### config.mk
export PLATFORM = sky130hd
export DESIGN_NAME = scanout
export DESIGN_NICKNAME = d
export VERILOG_FILES = /design/src/source/gfx_pkg.sv /design/src/source/scanout.sv
export SDC_FILE = /design/constraint.sdc
export NUM_CORES = 1
export LEC_CHECK = 0
export BUFFER_PORTS_ARGS = -buffer_cell sky130_fd_sc_hd__buf_2
export CELL_PAD_IN_SITES_DETAIL_PLACEMENT = 1
export CELL_PAD_IN_SITES_GLOBAL_PLACEMENT = 1
export CORE_MARGIN = 10
export CORE_UTILIZATION = 43
export DETAILED_ROUTE_END_ITERATION = 8
export PLACE_DENSITY_LB_ADDON = 0.3
export SETUP_SLACK_MARGIN = 0.05
export SLEW_MARGIN = 20
export SYNTH_ARGS = -nofsm -noshare
export SYNTH_HDL_FRONTEND = slang
export SYNTH_SLANG_ARGS = --single-unit
export TNS_END_PERCENT = 1
### constraint.sdc
create_clock -name clk_read -period 4.31 [get_ports clk_read]
set_input_delay 0.431 -clock clk_read [delete_from_list [all_inputs] [get_ports clk_read]]
set_output_delay 0.431 -clock clk_read [all_outputs]
set_load 0.01 [all_outputs]
### src/source/gfx_pkg.sv
package gfx_pkg;

    // Pixel color, 4 bits each of red, green and blue
    typedef logic [11:0] color12_t;

    // Pixel coordinate or extent, limits the frame to 255 x 255
    typedef logic [7:0] coord_t;

    // Draw command opcodes
    typedef enum logic {
        OP_FILL = 1'b0,  // Solid rectangle into the back buffer
        OP_SWAP = 1'b1   // Exchange front and back buffer
    } draw_op_t;

    // Which of the two RAMs a side is using
    typedef enum logic {
        FB_A = 1'b0,
        FB_B = 1'b1
    } fb_sel_t;

endpackage

### src/source/scanout.sv
`timescale 1ns/1ps

module scanout #(
    parameter int FB_WIDTH  = 160,
    parameter int FB_HEIGHT = 120,
    parameter int H_BLANK   = 4,
    parameter int V_BLANK   = 2
) (
    input  logic            clk_read,
    input  logic            rst,
    output gfx_pkg::coord_t read_x,
    output gfx_pkg::coord_t read_y,
    output logic            frame_start,
    output logic            video_valid,
    output gfx_pkg::coord_t video_x,
    output gfx_pkg::coord_t video_y
);
    import gfx_pkg::*;

    localparam int H_TOTAL = FB_WIDTH + H_BLANK;
    localparam int V_TOTAL = FB_HEIGHT + V_BLANK;
    localparam int HW      = $clog2(H_TOTAL + 1);
    localparam int VW      = $clog2(V_TOTAL + 1);

    logic [HW-1:0] h_cnt;
    logic [VW-1:0] v_cnt;
    logic          active;
    logic          line_end;
    logic          valid_d1;  // RAM stage
    coord_t        x_d1;
    coord_t        y_d1;

    assign line_end    = (h_cnt == HW'(H_TOTAL - 1));
    assign active      = (h_cnt < HW'(FB_WIDTH)) && (v_cnt < VW'(FB_HEIGHT));
    assign frame_start = line_end && (v_cnt == VW'(V_TOTAL - 1)); // Last blank position
    assign read_x      = active ? coord_t'(h_cnt) : '0;
    assign read_y      = active ? coord_t'(v_cnt) : '0;

    always_ff @(posedge clk_read or posedge rst) begin
        if (rst) begin
            h_cnt <= '0;
            v_cnt <= '0;
        end else if (line_end) begin
            h_cnt <= '0;
            v_cnt <= (v_cnt == VW'(V_TOTAL - 1)) ? '0 : v_cnt + 1'b1;
        end else begin
            h_cnt <= h_cnt + 1'b1;
        end
    end

    // Match RAM latency plus output mux
    always_ff @(posedge clk_read or posedge rst) begin
        if (rst) begin
            valid_d1    <= 1'b0;
            video_valid <= 1'b0;
        end else begin
            valid_d1    <= active;
            video_valid <= valid_d1;
        end
    end

    always_ff @(posedge clk_read) begin
        x_d1    <= read_x;
        y_d1    <= read_y;
        video_x <= x_d1;
        video_y <= y_d1;
    end

    // Framebuffer relies on the pulse leading the first address by one cycle
    a_frame_start_lead: assert property (
        @(posedge clk_read) disable iff (rst)
        frame_start |=> active && (read_x == '0) && (read_y == '0)
    );

endmodule

# Word level (Yosys, flattened, before mapping)
# Index checks and enable logic that the tools add are counted.
# word_totals
reg_bits,47
in_bits,2
out_inout_bits,34
elab_cells,20
# classes
add_sub_neg,2
order_cmp,2
eq_ne,2
n_mux,4
n_reduce_logical,2
# op_table
cell,n
8-bit two-way mux,2
7-bit two-way mux,2
"8-bit by 1-bit adder with 8-bit output, second input constant",1
"8-bit == test, second input constant",1
"8-bit < comparator, second input constant",1
"7-bit by 1-bit adder with 7-bit output, second input constant",1
"7-bit == test, second input constant",1
"7-bit < comparator, second input constant",1
1-bit logical AND,2

# Logic depth before layout (Yosys ltp)
# depth
ltp_word,3
ltp_mapped,6
mapped_depth_nobuf,6

# Least setup slack after synthesis
# Ideal clock, no wire load.
# synth_timing
path_type,reg-to-output
start,register v_cnt[5]
end,output read_x[4]
t_arrival_ns,1.302
required_ns,3.879
slack_ns,2.577
stages_incl_launch_ff,5
path_buffers,1
path_cell_list,dfrtp_1 and3_1 a21oi_1 clkbuf_1 and2_1
# synth_between
elab_chain_len,3
# synth_rtl
element,line_no,source
"start, declared",scanout.sv:26,logic [VW-1:0] v_cnt;
"start signal, assigned",scanout.sv:45,v_cnt <= (v_cnt == VW'(V_TOTAL - 1)) ? '0 : v_cnt + 1'b1;
7-bit < comparator,scanout.sv:34,assign active = (h_cnt < HW'(FB_WIDTH)) && (v_cnt < VW'(FB_HEIGHT));
1-bit logical AND,scanout.sv:34,
via active,scanout.sv:27,logic active;
8-bit two-way mux,scanout.sv:36,assign read_x = active ? coord_t'(h_cnt) : '0;
"end, declared",scanout.sv:11,"output gfx_pkg::coord_t read_x,"
# The timed path passes the listed nets, and every way through them passes these cells.

# Worst setup path in the final report
# layout_timing
start,register v_cnt[5]
end,output read_x[6]
# layout_between
elab_chain_len,3
# layout_rtl
element,line_no
7-bit < comparator,scanout.sv:34
1-bit logical AND,scanout.sv:34
8-bit two-way mux,scanout.sv:36
# Every way passes these cells.

==> out/qor.csv <==
stage;metric;value;unit
run_status;status;finished, final reports clean;
placement;place_congestion;0.836;
power_and_ir_drop;ir_drop;126;uV
sta;final_hold_viol_count;0;
global_routing;grt_max_degree;18;
placement;place_hpwl;2460;um
setup_path;crit_required;3.88;ns
final_layout;stdcell_area;1810;sq um
global_routing;track_usage;0.109;
setup_path;crit_path_end_kind;output pin;
clock_network;cts_buffers;5;
power_and_ir_drop;powerDensity;366;nW/um^2
sta;clock_skew;0.0117;ns
logic_synthesis;synth_area_leaders;dfxtp_1 39%, dfrtp_1 28%, and2_1 5.7%, nand3_1 3.6%, xnor2_1 2.8%;
clock_network;clk_latency;0.36;ns
setup_path;arrival;2.24;ns
power_and_ir_drop;p_switching;145;uW
logic_synthesis;yosys.area.top_type;dfxtp_1;
drt;dr.pass1.iters;4;
die;start_util;0.452;
power_and_ir_drop;p_seq_frac;0.659;
power_and_ir_drop;pwr-share-clk;0.334;
die;die-area;6390;sq um
sta;holdWs;0.124;ns
drt;vias_per_cell;4.95;
run;max_cap_viol_count;0;
sta;fin_setup_tns;0;ns
global_routing;grt_pass1_wl;5490;um
global_routing;antenna_found_initial;0;
global_routing;first_global_vias;1124;
die;die_y;79.9;um
drt;drt-initial-drc-count;70;
sta;tightest_slew;0.892;ns
logic_synthesis;yosysTopAreaCellShare;0.389;
logic_synthesis;synth-seq-cells;47;
die;boundaryPins;36;
die;core-area;3420;sq um
clock_network;post_cts_buffers;0;
logic_synthesis;syn_area;1540;sq um
global_routing;grt_overflow;0;
setup_path;critPathLaunchType;flip-flop;
logic_synthesis;yosysSeqAreaShare;0.665;
sta;period_minus_slack;2.67;ns
die;chipWidth;79.9;um
logic_synthesis;yosysWarnings;0;
power_and_ir_drop;p_comb_frac;0.006;
power_and_ir_drop;cellInternalPower;518;uW
sta;drv_slew;0;
worst_hold_path;min_path_type;in -> async;
sta;finalSetupViolations;0;
clock_network;clkTransAtPathRegs;0.14;ns
sta;rsz0062_at_grt;false;
drt;drc;0;
final_layout;post-route-util;0.530;
clock_network;clk_path_buf_depth;2;
power_and_ir_drop;leakage;0.839;nW
final_layout;nets;172;
sta;setup_ws;1.64;ns
sta;fin_crit_sh;0.620;
logic_synthesis;yosysUniqueCellTypes;29;
setup_path;r2r_start;h_cnt[6]$_DFF_PP0_;
final_layout;n_antenna_cell;0;
clock_network;cts_tree;built;
sta;clock.fmax;374;MHz
setup_path;critPathMaxFanout;16;
final_layout;layout-area-overhead-vs-synth;17.3;%
drt;ant_nets;0;
sta;maxSlewHeadroom;0.405;
clock_network;cts_sinks;47;
clock_network;hold_buffers;0;
placement;dpl_cell_area;1740;sq um
final_layout;nFillCells;403;
drt;wire_per_inst;15.2;um
die;rows;21;
setup_path;cp-startpoint;v_cnt[5]$_DFFE_PP0N_;
logic_synthesis;synth.avg_cell_area;11.8;sq um
power_and_ir_drop;total_power;662;uW
logic_synthesis;syn_inst;131;
clock_network;htreeDepth;2;
final_layout;fin_cells;214;
clock_network;root_buffer;clkbuf_4;
power_and_ir_drop;p_sw_frac;0.218;
drt;via_count;1060;
placement;port_buffers;33;
drt;wirelength;3250;um
setup_path;critPathKind;reg -> out;
placement;pre_cts_ws;2.07;ns
clock_network;cts.repair.resized;0;
placement;dp.cells;206;
final_layout;drive_gt1_frac;0.268;
state kept, by name, summed over array words and instances, names as in the netlist:
register,flops
h_cnt,8
v_cnt,7
valid_d1,1
video_valid,1
video_x,8
video_y,7
x_d1,8
y_d1,7
worst paths after layout:
path	endpoint	slack (ns)	cells past startpoint
max	read_x[6]	1.64	4
min	v_cnt[4]$_DFFE_PP0N_	0.12	2
max reg2reg	v_cnt[3]$_DFFE_PP0N_	2.45	4
min reg2reg	video_y[0]$_DFF_P_	0.34	0
max in group asynchronous	h_cnt[6]$_DFF_PP0_	3.76	2
min in group clk_read	video_y[0]$_DFF_P_	0.34	0
cells in the mapped netlist:
| library cell | instances |
|---|---|
| mux2_1 | 1 |
| o211ai_1 | 1 |
| nand2_1 | 8 |
| and4_1 | 1 |
| a21oi_1 | 3 |
| nand4b_2 | 1 |
| nand4_1 | 2 |
| o21ai_0 | 6 |
| o21a_1 | 1 |
| and3_1 | 2 |
| nor2_1 | 6 |
| inv_1 | 3 |
| and2_1 | 14 |
| or3_1 | 2 |
| nor3_1 | 1 |
| dfxtp_1 | 30 |
| nor4b_2 | 1 |
| or4_1 | 2 |
| buf_4 | 2 |
| xnor2_1 | 5 |
| dfrtp_1 | 17 |
| conb_1 | 1 |
| buf_2 | 1 |
| and2_2 | 2 |
| and4b_1 | 1 |
| ha_1 | 3 |
| nand3_1 | 11 |
| o22ai_1 | 1 |
| clkbuf_1 | 2 |
metal layers:
| metal | global-route usage | share of wire | vias up |
|---|---|---|---|
| li1 | - | - | 509 |
| met1 | 0.123 | 0.46 | 517 |
| met2 | 0.169 | 0.46 | 30 |
| met4 | 0.0475 | 0.0092 | 0 |
| met5 | 0 | 0 | - |
| met3 | 0.0552 | 0.076 | 4 |
cells in the final DEF, fill, tap and decap left out, types with 2 or more instances in the layout:
master and count:
nand2_1 8, nand4_1 2, inv_1 3, a21oi_1 3
clkbuf_4 5, and3_1 2, conb_1 2, or4_1 2
o21ai_0 6, buf_2 33, and2_2 2, nand3_1 11
ha_1 3, nor2_1 6, dfrtp_1 17, or3_1 2
xnor2_1 5, dfxtp_1 30, and2_1 14
critical path, stage by stage, from the launching register on:
cell and delay (ns):
dfrtp_1 0.47, and3_1 0.25, a21oi_1 0.72, and2_2 0.29
buf_2 0.14
cells by family after synthesis:
group / Yosys count / share of synthesized area
compound gates: 12 / 0.0430
xor+xnor: 5 / 0.0284
fa+ha+maj: 3 / 0.0243
buf+inv: 8 / 0.0251
flops: 47 / 0.665
mux: 1 / 0.00729
other cells: 1 / 0.00243
simple gates: 54 / 0.205
area by class of cell:
cell class / instances / area, sq um / area share
clock buffer: 6 / 51.3 / 0.0283
clock inverter: 2 / 16.3 / 0.00898
inverter: 3 / 11.3 / 0.00622
multi-input combinational: 77 / 483 / 0.267
sequential: 47 / 1030 / 0.567
tap: 46 / 57.6 / 0.0318
timing repair buffer: 33 / 165 / 0.0912
power by group through the flow:
stage | Combinational [mW] | Clock (mW) | Sequential, mW
final | 0.00430 | 0.221 | 0.437
after global placement | 0.00444 | 0 | 0.446
after floorplan | 0.00450 | 0 | 0.446
after CTS | 0.00462 | 0.227 | 0.437
after detailed placement | 0.00462 | 0 | 0.446
after global routing | 0.00521 | 0.248 | 0.437
Note: power is estimated with default switching activity, not from simulation.
