### src/source/gfx_pkg.sv
package gfx_pkg;

    // Pixel color, 4 bits each of red, green and blue
    typedef logic [11:0] color12_t;

    // Pixel coordinate or extent, limits the frame to 255 x 255
    typedef logic [7:0] coord_t;

    // Draw command opcodes
    typedef enum logic {
        OP_FILL = 1'b0,  // Solid rectangle into the back buffer
        OP_SWAP = 1'b1   // Exchange front and back buffer
    } draw_op_t;

    // Which of the two RAMs a side is using
    typedef enum logic {
        FB_A = 1'b0,
        FB_B = 1'b1
    } fb_sel_t;

endpackage

### src/source/fb_write_if.sv
`timescale 1ns/1ps

interface fb_write_if;
    import gfx_pkg::*;

    logic     wr_valid;  // One pixel per clk_write edge, no ready
    coord_t   wr_x;
    coord_t   wr_y;
    color12_t wr_color;
    logic     swap_req;  // Single-cycle pulse
    logic     swap_done; // Pulses once the new front buffer is on screen

    // Draw engine side
    modport source (
        output wr_valid, wr_x, wr_y, wr_color, swap_req,
        input  swap_done
    );

    // Framebuffer side
    modport sink (
        input  wr_valid, wr_x, wr_y, wr_color, swap_req,
        output swap_done
    );

endinterface

### src/source/draw_engine.sv
`timescale 1ns/1ps

module draw_engine #(
    parameter int FB_WIDTH  = 160,
    parameter int FB_HEIGHT = 120
) (
    input  logic              clk_write,
    input  logic              rst,
    input  logic              cmd_valid,
    output logic              cmd_ready,
    input  gfx_pkg::draw_op_t cmd_op,
    input  gfx_pkg::coord_t   cmd_x,
    input  gfx_pkg::coord_t   cmd_y,
    input  gfx_pkg::coord_t   cmd_w,
    input  gfx_pkg::coord_t   cmd_h,
    input  gfx_pkg::color12_t cmd_color,
    fb_write_if.source        wr
);
    import gfx_pkg::*;

    typedef enum logic [1:0] {
        IDLE,
        FILL,
        SWAP_WAIT
    } state_t;

    state_t   state;
    logic     accept;
    logic     swap_pulse;
    logic     fill_empty;
    logic     fill_last;
    logic [8:0] x_far;  // Last column before clipping
    logic [8:0] y_far;
    coord_t   x_clip;
    coord_t   y_clip;
    coord_t   x_start;
    coord_t   x_end;
    coord_t   y_end;
    coord_t   x_cnt;
    coord_t   y_cnt;
    color12_t color_q;

    assign accept = cmd_valid && cmd_ready && (state == IDLE);

    // Clip the far corner to the frame edge
    assign x_far  = {1'b0, cmd_x} + {1'b0, cmd_w} - 9'd1;
    assign y_far  = {1'b0, cmd_y} + {1'b0, cmd_h} - 9'd1;
    assign x_clip = (x_far >= 9'(FB_WIDTH))  ? coord_t'(FB_WIDTH - 1)  : x_far[7:0];
    assign y_clip = (y_far >= 9'(FB_HEIGHT)) ? coord_t'(FB_HEIGHT - 1) : y_far[7:0];

    // Origin outside the frame or zero extent draws nothing
    assign fill_empty = (cmd_w == '0) || (cmd_h == '0) ||
                        (int'(cmd_x) >= FB_WIDTH) || (int'(cmd_y) >= FB_HEIGHT);

    assign fill_last = (x_cnt == x_end) && (y_cnt == y_end);

    always_ff @(posedge clk_write or posedge rst) begin
        if (rst) begin
            state      <= IDLE;
            cmd_ready  <= 1'b1;
            swap_pulse <= 1'b0;
        end else begin
            swap_pulse <= accept && (cmd_op == OP_SWAP);
            case (state)
                IDLE: begin
                    if (!cmd_ready) begin
                        cmd_ready <= 1'b1;  // Back from a fully clipped fill
                    end else if (accept) begin
                        cmd_ready <= 1'b0;
                        if (cmd_op == OP_SWAP) begin
                            state <= SWAP_WAIT;
                        end else if (!fill_empty) begin
                            state <= FILL;
                        end
                    end
                end
                FILL: begin
                    if (fill_last) begin
                        state     <= IDLE;
                        cmd_ready <= 1'b1;
                    end
                end
                SWAP_WAIT: begin
                    if (wr.swap_done) begin
                        state     <= IDLE;
                        cmd_ready <= 1'b1;
                    end
                end
                default: state <= IDLE;
            endcase
        end
    end

    // Rectangle walk, row-major
    always_ff @(posedge clk_write) begin
        if (accept) begin
            x_start <= cmd_x;
            x_cnt   <= cmd_x;
            y_cnt   <= cmd_y;
            x_end   <= x_clip;
            y_end   <= y_clip;
            color_q <= cmd_color;
        end else if (state == FILL) begin
            if (x_cnt == x_end) begin
                x_cnt <= x_start;
                y_cnt <= y_cnt + 1'b1;
            end else begin
                x_cnt <= x_cnt + 1'b1;
            end
        end
    end

    assign wr.wr_valid = (state == FILL);
    assign wr.wr_x     = x_cnt;
    assign wr.wr_y     = y_cnt;
    assign wr.wr_color = color_q;
    assign wr.swap_req = swap_pulse;

    // Clipper output must keep every write on the framebuffer
    a_write_in_bounds: assert property (
        @(posedge clk_write) disable iff (rst)
        wr.wr_valid |-> (int'(wr.wr_x) < FB_WIDTH) && (int'(wr.wr_y) < FB_HEIGHT)
    );

endmodule

### src/flat_wrapper.sv
// flat-port wrapper written by rule: the top's interface ports become plain ports
module draw_engine_flat import gfx_pkg::*;
#(
    parameter int FB_WIDTH  = 160,
    parameter int FB_HEIGHT = 120
)
  (clk_write, rst, cmd_valid, cmd_ready, cmd_op, cmd_x, cmd_y, cmd_w, cmd_h, cmd_color, wr_wr_valid, wr_wr_x, wr_wr_y, wr_wr_color, wr_swap_req, wr_swap_done);
  fb_write_if wr_i ();
  input  logic clk_write;
  input  logic rst;
  input  logic cmd_valid;
  output logic cmd_ready;
  input  gfx_pkg::draw_op_t cmd_op;
  input  gfx_pkg::coord_t cmd_x;
  input  gfx_pkg::coord_t cmd_y;
  input  gfx_pkg::coord_t cmd_w;
  input  gfx_pkg::coord_t cmd_h;
  input  gfx_pkg::color12_t cmd_color;
  output wire logic [$bits(wr_i.wr_valid)-1:0] wr_wr_valid;
  output wire logic [$bits(wr_i.wr_x)-1:0] wr_wr_x;
  output wire logic [$bits(wr_i.wr_y)-1:0] wr_wr_y;
  output wire logic [$bits(wr_i.wr_color)-1:0] wr_wr_color;
  output wire logic [$bits(wr_i.swap_req)-1:0] wr_swap_req;
  input wire logic [$bits(wr_i.swap_done)-1:0] wr_swap_done;
  assign wr_wr_valid = wr_i.wr_valid;
  assign wr_wr_x = wr_i.wr_x;
  assign wr_wr_y = wr_i.wr_y;
  assign wr_wr_color = wr_i.wr_color;
  assign wr_swap_req = wr_i.swap_req;
  assign wr_i.swap_done = wr_swap_done;
  draw_engine #(.FB_WIDTH(FB_WIDTH), .FB_HEIGHT(FB_HEIGHT)) u_core (.clk_write(clk_write), .rst(rst), .cmd_valid(cmd_valid), .cmd_ready(cmd_ready), .cmd_op(cmd_op), .cmd_x(cmd_x), .cmd_y(cmd_y), .cmd_w(cmd_w), .cmd_h(cmd_h), .cmd_color(cmd_color), .wr(wr_i));
endmodule
### config.mk
export PLATFORM = sky130hd
export DESIGN_NAME = draw_engine_flat
export DESIGN_NICKNAME = d
export VERILOG_FILES = /design/src/source/gfx_pkg.sv /design/src/source/fb_write_if.sv /design/src/source/draw_engine.sv /design/src/flat_wrapper.sv
export SDC_FILE = /design/constraint.sdc
export NUM_CORES = 1
export LEC_CHECK = 0
export BUFFER_PORTS_ARGS = -buffer_cell sky130_fd_sc_hd__buf_2
export CAP_MARGIN = 25
export CORE_ASPECT_RATIO = 0.6
export CORE_MARGIN = 8
export CORE_UTILIZATION = 55
export DETAILED_ROUTE_END_ITERATION = 6
export PLACE_DENSITY_LB_ADDON = 0.2
export RECOVER_POWER = 50
export SETUP_SLACK_MARGIN = 0.2
export SLEW_MARGIN = 0
export SYNTH_ARGS = -nofsm -noshare
export SYNTH_HDL_FRONTEND = slang
export SYNTH_SLANG_ARGS = --single-unit
export TNS_END_PERCENT = 50
### constraint.sdc
create_clock -name clk_write -period 3.4 [get_ports clk_write]
set_input_delay 0.68 -clock clk_write [delete_from_list [all_inputs] [get_ports clk_write]]
set_output_delay 0.68 -clock clk_write [all_outputs]
set_load 0.05 [all_outputs]
# After elaboration in Yosys (flattened, before gate mapping)
# Cells that the tools add are included.
[totals]
register_bits = 56
inputBits = 49
word_cells = 62
[classes]
n_addsub = 6
n_lt_le_gt_ge = 4
n_eq_ne = 9
n_mux = 18
n_reduce_logical = 16
[op_table]
columns = ["op", "n"]
rows = [
  ["$mux 8", 6],
  ["$add 8x8->9", 2],
  ["$sub 9x1->9 const B", 2],
  ["$add 8x1->8 const B", 2],
  ["$eq 8x8->1", 2],
  ["$logic_not 8->1", 2],
  ["$mux 2", 6],
  ["$ge 9x7->1 const B", 1],
  ["$ge 9x8->1 const B", 1],
  ["$ge 8x7->1 const B", 1],
  ["$ge 8x8->1 const B", 1],
  ["$ne 2x1->1 const B", 3],
  ["$pmux 2 s3", 1],
  ["$reduce_and 5->1", 1],
  ["$logic_and 1x1->1", 4],
  ["$mux 1", 4],
  ["$reduce_bool 2->1", 2],
  ["$logic_or 1x1->1", 3],
  ["$ne 3x3->1 const B", 1],
  ["$pmux 1 s3", 1],
  ["$reduce_and 3->1", 1],
  ["$reduce_bool 3->1", 1],
  ["$eq 2x1->1 const B", 1],
  ["$eq 2x2->1 const B", 1],
  ["3 further kinds", 3],
]

# Depth between registers and ports, before layout
[logic_depth]
word_depth = 9
ltp_mapped = 11

# Least setup slack after synthesis
# Ideal clock, no wire load.
[synth_timing]
path_kind = "input -> register"
startpoint = "in cmd_y[1]"
endpoint = "reg u_core.y_end[3] (data pin)"
setup_ns = 0.256
arrival_ns = 2.713
required_time_ns = 3.144
path_slack_ns = 0.431
cell_stages = 10
path_buffers = 0
path_cell_list = "inv_1 ha_1 inv_1 ha_1 fa_1 a211oi_1 nor2_1 xnor2_1 or3b_2 and4_1"
[synth_between]
elab_chain_cells = 3
[synth_lines]
columns = ["item", "line_no", "text"]
rows = [
  ["start, declared", "flat_wrapper.sv:15", "input gfx_pkg::coord_t cmd_y;"],
  ["$add 8x8->9 (*)", "draw_engine.sv:47", "assign y_far = {1'b0, cmd_y} + {1'b0, cmd_h} - 9'd1;"],
  ["$sub 9x1->9 (*)", "draw_engine.sv:47", ""],
  ["$ge 9x7->1", "draw_engine.sv:49", "assign y_clip = (y_far >= 9'(FB_HEIGHT)) ? coord_t'(FB_HEIGHT - 1) : y_far[7:0];"],
  ["end signal, assigned", "draw_engine.sv:101", "y_end <= y_clip;"],
  ["end, declared", "draw_engine.sv:38", "coord_t y_end;"],
]
# Mark *: on every way between the ends. The rest lies on a longest branch, timed or not.
# A chain may end at the register's enable or synchronous reset.

# Worst setup path in the final report
# Same ends and word-level chain as after synthesis.

==> flow_metrics.env <==
export IMPL_hold_path_class="input port to asynchronous set/reset pin"
export IMPL_setup_violations_final=0
export IMPL_io_pins=80
export IMPL_antennaDiodeCount=0
export IMPL_grt_max_degree=42
export IMPL_start_kind="input port"
export IMPL_drive_gt1_frac=0.126
export IMPL_area_growth_pct=14.8
export IMPL_n_fill_cell=564
export IMPL_synth_edf_count=52
export IMPL_drtIter0Drc=212
export IMPL_power_density_nw_per_um2=743
export IMPL_syn_inst=351
export IMPL_min_period_ns=2.92
export IMPL_dr_pass1_iters=4
export IMPL_post_route_period_util=0.860
export IMPL_slowest_delay_ns=0.47
export IMPL_status="complete, no violations"
export IMPL_cts_resized=0
export IMPL_insertion_delay_ns=0.31
export IMPL_cts_buffer_depth=2
export IMPL_setup_tns_ns=0
export IMPL_max_freq_ghz=0.342
export IMPL_synthArstFlopShare=0.0714
export IMPL_synth_top_family_by_area="simple AND/OR/NAND/NOR gates"
export IMPL_grt_pass1_vias=2657
export IMPL_critPathKind="input port to register"
export IMPL_crit_fanout=3
export IMPL_cts_max_level=2
export IMPL_initial_core_util=0.557
export IMPL_drc=0
export IMPL_fin_skew_ns=0.0168
export IMPL_multi_input_area_sq_um=1710
export IMPL_synth_compound_area_frac=0.0870
export IMPL_root_buffer="clkbuf_8"
export IMPL_nNetsFinal=524
export IMPL_io_buffer_count=79
export IMPL_globalRouteTotalUtil=0.170
export IMPL_antenna_left=0
export IMPL_post_cts_buffers=0
export IMPL_place_detailed_hpwl_um=6750
export IMPL_finalPower_uw=3120
export IMPL_synth_xor_area_frac=0.0887
export IMPL_cts_sinks=56
export IMPL_die_x_um=121
export IMPL_synth_area_sq_um=3650
export IMPL_numCtsBuffers=5
export IMPL_vias_per_cell=5.24
export IMPL_avgSynthCellArea_sq_um=10.4
export IMPL_wire_per_inst_um=15.6
export IMPL_layout_setup_ws_ns=0.476
export IMPL_ys_flop_type="edfxtp_1"
export IMPL_yosys_warnings=0
export IMPL_fp_coreArea_sq_um=6560
export IMPL_rsz0062_at_grt="no"
export IMPL_synth_simple_area_share=0.134
export IMPL_critical_path_slowest_cell="or3b_2"
export IMPL_fp_dieH_um=79.1
export IMPL_synth_mux_area_frac=0.0277
export IMPL_antenna_found_initial=0
export IMPL_wirelength_um=8170
export IMPL_synth_distinct_cells=45
export IMPL_syn_num_nets=438
export IMPL_grt_ovfl_total=0
export IMPL_hold_viol_final=0
export IMPL_fin_util=0.639
export IMPL_dieArea_sq_um=9590
export IMPL_cts_tree="built"
export IMPL_dp_slack_ns=0.151
export IMPL_drv_slew=0
export IMPL_cp_end_kind="register"
export IMPL_cp_arrival_ns=2.98
export IMPL_crit_chain="buf_2 -> inv_1 -> ha_1 -> inv_1 -> ha_1 -> fa_1 -> a211oi_1 -> nor2_1 -> xnor2_1 -> or3b_2 -> and4_1"
export IMPL_ys_ff_latch=56
export IMPL_synth_seq_area_share=0.455
export IMPL_synthAdderAreaFrac=0.134
export IMPL_vias=2752
export IMPL_cp_required_ns=3.46
export IMPL_maxCapViolCount=0
export IMPL_leakage_uw=0.00187
export IMPL_grt_pass1_wl_um=13000
export IMPL_seq_area_sq_um=1660
export IMPL_maxSlewHeadroom=0.170
export IMPL_cts_reportedPaths_clkPinSlew_ns=0.10
export IMPL_core_rowCount=23
export IMPL_ir_drop_mv=0.617
export IMPL_ctsHoldBuffers=0
export IMPL_gp_congestion=0.862
export IMPL_final_cell_mix="67 x inv_1, 52 x edfxtp_1, 40 x buf_2, 40 x clkbuf_1, 36 x ha_1"
export IMPL_worstMarginPinSlew_ns=1.24
export IMPL_final_common_cell="inv_1"
routing by layer:
layer	up-vias	GRT usage	wire length (um)
li1	1395	-	-
met1	1252	0.267	4270
met3	4	0.0410	721
met5	-	0	0
met4	0	0.0245	40
met2	101	0.231	3140
registers in the layout, indices dropped and copies added, names as in the netlist:
signal              count
u_core.x_end            8
u_core.y_end            8
u_core.state            2
u_core.wr.wr_y          8
u_core.wr.wr_x          8
u_core.wr.swap_req      1
u_core.cmd_ready        1
u_core.wr.wr_color     12
u_core.x_start          8
per-stage QoR:
step / hold WS, ns / instances / cell area [sq um]
final: 0.243 / 525 / 4190
after global routing: 0.238 / 525 / 4190
after CTS: 0.241 / 525 / 4260
after detailed placement: 0.492 / 517 / 4170
after global placement: 0.488 / 517 / 4170
after floorplan: 0.445 / 351 / 3650
cells by family after synthesis:
kind of cell	count (synthesis)
AND/OR/NAND/NOR	86
buffers and inverters	70
flip-flops	56
AO/OA/AOI/OAI	53
adder cells (fa/ha/maj)	38
XOR/XNOR	37
multiplexers	10
other	1
area by class of cell:
| cell class | instances | area share |
|---|---|---|
| clock buffer | 5 | 0.0164 |
| clock inverter | 3 | 0.00537 |
| inverter | 67 | 0.0600 |
| multi-input combinational | 225 | 0.409 |
| sequential | 56 | 0.397 |
| tap | 87 | 0.0260 |
| timing repair buffer | 82 | 0.0871 |
worst max-delay path: cells and delay by family:
| family | cells | cell delay (ns) |
|---|---|---|
| xor gates and xnor gates | 1 | 0.15 |
| adders and majority gates | 3 | 0.88 |
| and+or+nand+nor | 3 | 0.78 |
| buffers and inverters | 3 | 0.16 |
| AOI/OAI and AO/OA | 1 | 0.32 |
path summary, 6_finish.rpt:
kind | from | end | slack, ns | depth (start not counted)
worst max-delay path | cmd_y[1] | u_core.y_end[3] | 0.48 | 11
worst min-delay path | rst | u_core.state[1] | 0.24 | 2
worst max register to register | u_core.wr.wr_x[4] | u_core.wr.wr_x[5] | 0.54 | 5
worst min register to register | u_core.cmd_ready | u_core.cmd_ready | 0.51 | 2
max in group asynchronous | rst | u_core.cmd_ready | 2.92 | 2
min in group clk_write | u_core.cmd_ready | u_core.cmd_ready | 0.51 | 2
Yosys cell counts (3+ instances only):
master    instances  area [sq um]
xor2_1           30           263
edfxtp_1         52          1560
xnor2_1           7          61.3
a21oi_1          12          60.1
dfrtp_1           3          75.1
o21ai_0          22           110
nand2_1          26          97.6
inv_1            67           251
nor2b_1           4          25.0
nand3_1          14          70.1
mux2i_1           9          90.1
nor2_1           11          41.3
and3_1            3          18.8
ha_1             36           450
a31oi_1           3          18.8
a211oi_1          3          22.5
o211ai_1          3          22.5
nor4_1            8          50.1
and4_1            5          43.8
where the power goes:
part / internal, uW / switching (uW) / leakage (uW) / total [uW]
combinational: 433 / 1060 / 0.00129 / 1490
sequential: 1070 / 184 / 0.000526 / 1260
clock: 148 / 221 / 0.0000485 / 369
Note: power is estimated with default switching activity, not from simulation.
